===== src/source/retire_settings.svh =====
////////////////////////////////////////////////////////////////////////////
// retire settings
// widths and sizes shared by the reorder buffer, the retire stage and
// the architectural register file
////////////////////////////////////////////////////////////////////////////

`ifndef RETIRE_SETTINGS_SVH
`define RETIRE_SETTINGS_SVH

`define XLEN      32   // data and address width
`define TAG_BITS  5    // reorder buffer tag width
`define ROB_DEPTH 16   // rob entries, at most 2**TAG_BITS
`define NUM_REGS  32   // architectural registers

// tag space must cover every rob slot

`endif


===== src/source/arch_regfile.sv =====
////////////////////////////////////////////////////////////////////////////
// architectural register file
// written by the retire stage, x0 hardwired to zero, one async read port
////////////////////////////////////////////////////////////////////////////

`include "retire_settings.svh"

module arch_regfile (
    input  logic             clock,
    input  logic             reset,
    input  logic             write_enable,
    input  logic [4:0]       write_index,
    input  logic [`XLEN-1:0] write_data,
    input  logic [4:0]       read_index,
    output logic [`XLEN-1:0] read_data
);

    logic [`XLEN-1:0] regs [`NUM_REGS];

    always_ff @(posedge clock) begin
        if (reset) begin
            for (int i = 0; i < `NUM_REGS; i++)
                regs[i] <= '0;
        end else if (write_enable && (write_index != 5'd0)) begin  // x0 never written
            regs[write_index] <= write_data;
        end
    end

    // combinational read, no bypass from the write port
    assign read_data = (read_index == 5'd0) ? '0 : regs[read_index];

endmodule


===== config.mk =====
export PLATFORM = sky130hd
export DESIGN_NAME = arch_regfile
export DESIGN_NICKNAME = d
export VERILOG_FILES = /design/src/source/arch_regfile.sv
export VERILOG_INCLUDE_DIRS = /design/src /design/src/source
export SDC_FILE = /design/constraint.sdc
export NUM_CORES = 1
export LEC_CHECK = 0
export ABC_AREA = 1
export BUFFER_PORTS_ARGS = -buffer_cell sky130_fd_sc_hd__buf_2
export CAP_MARGIN = 20
export CORE_ASPECT_RATIO = 1.5
export CORE_MARGIN = 2
export CORE_UTILIZATION = 45
export CTS_CLUSTER_SIZE = 24
export DETAILED_ROUTE_END_ITERATION = 16
export GPL_TIMING_DRIVEN = 0
export PLACE_DENSITY_LB_ADDON = 0.12
export SLEW_MARGIN = 5
export SYNTH_ARGS = -nofsm -noshare
export SYNTH_HDL_FRONTEND = slang
export SYNTH_SLANG_ARGS = --single-unit

===== constraint.sdc =====
create_clock -name clock -period 5.9 [get_ports clock]
set_clock_uncertainty 0.05 [all_clocks]
set_input_delay 1.18 -clock clock [delete_from_list [all_inputs] [get_ports clock]]
set_output_delay 1.18 -clock clock [all_outputs]
set_load 0.05 [all_outputs]

# After elaboration in Yosys (flattened, before gate mapping)
# Memory sizes are Yosys's and may differ from the RTL's.
# Index checks and enable logic that the tools add are counted.
dict set report classes {
  reduce_logical 4
  mux 9
}
# cell n
set op_table {}
lappend op_table {{$mux 32} 2}
lappend op_table {{$reduce_or 32->1} 1}
lappend op_table {{$mux 1} 6}
lappend op_table {{$logic_not 5->1} 1}
lappend op_table {{$mux 5} 1}
lappend op_table {{$reduce_bool 5->1} 1}
lappend op_table {{$logic_and 1x1->1} 1}
dict set report totals {
  ramBits 1024
  register_bits 0
  inputBits 45
  memories 1
  output_inout_bits 32
  elab_cells 14
}
# memory depth word_bits rd rd_ports_with_merged_regs wr line_no
set mem_list {}
lappend mem_list {regs 32 32 1 0 32 arch_regfile.sv:18} ;# logic [`XLEN-1:0] regs [`NUM_REGS];

# Logic depth before layout (Yosys ltp)
dict set report logic_depth {
  depth_word 7
  ltp_mapped 12
}

# Worst setup path before layout
# OpenSTA, ideal clock, no wires.
dict set report synth_timing {
  path_kind {input -> output}
  start {input port read_index[0]}
  end {output port read_data[29]}
  cell_stages 10
  arrival_ps 2857
  path_buffers 3
  setup_slack_ps 1813
  path_cell_list {buf_4 inv_2 buf_2 clkbuf_1 o21ai_0 o21ai_0 nor2_1 nor2_1 nor2_1 nor2_1}
}
dict set report synth_via {
  elab_chain_cells 2
  word_cells_on_any_way 3
}
# element line_no
set synth_lines {}
lappend synth_lines {{start, declared} arch_regfile.sv:14} ;# input logic [4:0] read_index,
lappend synth_lines {{$mem_v2 32x32 or $logic_not 5->1 (tied branches)} --}
lappend synth_lines {{$mux 32 (*)} arch_regfile.sv:30} ;# assign read_data = (read_index == 5'd0) ? '0 : regs[read_index];
lappend synth_lines {{end, declared} arch_regfile.sv:15} ;# output logic [`XLEN-1:0] read_data
# Mark *: on every way between the ends. The rest lies on a longest branch, timed or not.

# Final worst setup path
dict set report layout_timing {
  start {input port read_index[3]}
  end {output port read_data[16]}
}
# Same word-level chain as after synthesis.

==> impl_metrics.env <==
export IMPL_status="finished, final reports clean"
export IMPL_ctsResizeCount=0
export IMPL_pwr_share_seq=0.506
export IMPL_cts_tree="yes"
export IMPL_slowest_stage="clkbuf_1"
export IMPL_p_leak_nw=20.6
export IMPL_slew_headroom=0.0889
export IMPL_drive_gt1_frac=0.0869
export IMPL_synth_top_cell_by_area="edfxtp_1"
export IMPL_arrival_ns=4.60
export IMPL_syn_avg_cell_area_um2=9.61
export IMPL_grt_pass1_vias=35700
export IMPL_core_area_um2=101000
export IMPL_cts_buffers=97
export IMPL_rows=143
export IMPL_ys_seq_area_frac=0.667
export IMPL_total_power_mw=16.8
export IMPL_synth_edf_count=1024
export IMPL_tightest_slew_ns=1.37
export IMPL_post_cts_buffers=0
export IMPL_fmax_mhz=172
export IMPL_clock_sinks=1024
export IMPL_die_y_um=396
export IMPL_post_route_period_util=0.988
export IMPL_hold_violations=0
export IMPL_htreeDepth=3
export IMPL_path_max_fanout=10
export IMPL_clkTransAtPathRegs_ns=0.06
export IMPL_critPathCaptureType="primary output"
export IMPL_antenna_found_initial=8
export IMPL_crit_top_cell="clkbuf_1"
export IMPL_die_w_um=265
export IMPL_synth_most_common_cell="nand2_1"
export IMPL_worstPathCellList="clkbuf_1 > inv_1 > clkbuf_1 > clkbuf_1 > nand2_1 > nand3_1 > nand2_1 > nor2_1 > buf_2"
export IMPL_fin_hold_ws_ns=0.781
export IMPL_synthTopCellsByCount="1315 x nand2_1, 1208 x nor2_1, 1024 x edfxtp_1, 685 x nand3_1, 225 x clkbuf_1"
export IMPL_num_vias=37200
export IMPL_hold_path_class="in -> reg"
export IMPL_start_util=0.454
export IMPL_largest_reg_flops=1024
export IMPL_place_congestion=0.986
export IMPL_powerDensity_nw_per_um2=321
export IMPL_track_usage=0.346
export IMPL_synth_cell_type_count=16
export IMPL_crit_type="in -> out"
export IMPL_postLayoutCellArea_um2=52300
export IMPL_grt_ovfl_total=0
export IMPL_setup_tns_ns=0
export IMPL_fin_nets=5086
export IMPL_grt_setup_unrepaired="false"
export IMPL_routed_wl_um=182000
export IMPL_cp_top_family="buffers and inverters"
export IMPL_boundaryPins=77
export IMPL_cts_hold_buffers_added=0
export IMPL_cts_root_buf="clkbuf_16"
export IMPL_via_per_inst=5.80
export IMPL_ys_seq_elements=1024
export IMPL_drc=0
export IMPL_first_pass_iters=8
export IMPL_wl_per_cell_um=28.4
export IMPL_worst_hold_path_num_cells=3
export IMPL_crit_required_ns=4.67
export IMPL_area_growth_pct=13.4
export IMPL_syn_cell_area_um2=46100
export IMPL_slew_violations=0
export IMPL_clock_path_buffers=3
export IMPL_grt_first_pass_wirelength_um=252000
export IMPL_synth_cells=4795
export IMPL_synth_area_leaders="edfxtp_1 67%, nand2_1 11%, nor2_1 9.8%, nand3_1 7.4%, clkbuf_1 1.8%"
export IMPL_clock_power_share=0.387
export IMPL_postPlaceCellArea_um2=49100
export IMPL_internal_power_mw=12.4
export IMPL_synth_top_area_share=0.667
export IMPL_min_to="regs[4][30]$_SDFFCE_PN0P_"
export IMPL_startpoint_type="primary input"
export IMPL_first_iter_violations=4664
export IMPL_p_sw_mw=4.35
export IMPL_dpl_cell_count=6246
export IMPL_synth_warnings=0
export IMPL_largest_register="regs"
export IMPL_synthFlopType="edfxtp_1"
export IMPL_setup_violations=0
export IMPL_cap_violations=0
export IMPL_slowest_delay_ns=1.02
export IMPL_dp_hpwl_um=128000
export IMPL_grt_max_degree=33
export IMPL_final_cells=6427
export IMPL_port_buffers=73
export IMPL_peakVddDrop_v=0.000234
export IMPL_period_minus_slack_ns=5.83
export IMPL_critPathBufInv=5
export IMPL_worstHoldStart="write_data[30]"
export IMPL_reg_top3="regs (1024)"
export IMPL_synthArstFlopShare=0
export IMPL_dieArea_um2=105000
export IMPL_pwr_share_comb=0.106
export IMPL_swShare=0.259
export IMPL_detail_route_antenna_nets=0
[cell usage in the layout, fill, tap and decap left out]
master	netlist	final
buf_8	0	12
nor2_1	1208	1208
clkinv_2	0	16
inv_1	46	46
conb_1	1	32
o21ai_1	14	14
clkinvlp_4	0	5
nand2_1	1315	1284
edfxtp_1	1024	1024
o21ai_0	76	76
clkinv_1	1	20
bufinv_16	0	12
buf_2	157	230
clkbuf_1	225	245
nand3_1	685	685
inv_6	0	2
buf_12	0	31
nand2_2	0	31
clkbuf_16	0	101
clkbuf_2	0	2
buf_4	1	1
inv_2	1	1
nor3_1	8	8
buf_1	31	31
clkinv_4	0	1
a21oi_1	2	2
diode_2	0	2
[area by class of cell]
| type | count | area, um2 |
|---|---|---|
| fill | 9358 | 49200 |
| antenna | 2 | 5.00 |
| multi-input combinational | 3340 | 13600 |
| clock inverter | 55 | 576 |
| inverter | 48 | 180 |
| sequential | 1024 | 30700 |
| tap | 1305 | 1630 |
| timing repair buffer | 116 | 1170 |
| buffer | 414 | 1760 |
| clock buffer | 123 | 2610 |
[per-stage QoR]
| stage | utilization | setup WS [ns] |
|---|---|---|
| final | 0.515 | 0.0720 |
| after global routing | 0.515 | 0.183 |
| after CTS | 0.515 | 0.247 |
| after detailed placement | 0.484 | 0.256 |
| after global placement | 0.475 | 0.117 |
| after floorplan | - | 1.81 |
[cells by family (layout without fill, tap and decap cells)]
kind of cell    after synthesis  in the layout  synth area share
flops                      1024           1024             0.667
other cells                   1             34         0.0000814
compound gates               92             92           0.00999
buf+inv                     462            756            0.0420
simple gates               3216           3216             0.281
[worst max-delay path by stage]
stage,startpoint,endpoint,slack [ns],depth (start not counted)
3_5_place_dp,read_index[3],read_data[1],0.26,9
4_1_cts,read_index[3],read_data[1],0.25,9
2_1_floorplan,read_index[0],read_data[29],1.81,10
5_1_grt,read_index[1],read_data[2],0.18,12
3_3_place_gp,read_index[2],read_data[1],0.12,11
6_report,read_index[3],read_data[16],0.07,9
[power groups by stage]
stage / Clock (mW) / Sequential [mW] / Combinational (mW)
3_5_place_dp: 0 / 8.65 / 1.73
2_1_floorplan: 0 / 8.62 / 0.947
6_report: 6.50 / 8.49 / 1.78
3_3_place_gp: 0 / 8.66 / 1.65
4_1_cts: 6.46 / 8.49 / 1.73
5_1_grt: 6.72 / 8.53 / 1.86
[worst min-delay path: cells and delay by family]
kind / cells / cell delay [ns]
AND/OR/NAND/NOR: 1 / 0.10
buffers and inverters: 2 / 0.14
[routing by layer]
metal | wire [um] | track usage
met4 | 15500 | 0.249
met5 | 57 | 0
met1 | 61400 | 0.396
met3 | 18300 | 0.0684
met2 | 87300 | 0.577
Note: power is estimated with default switching activity, not from simulation.
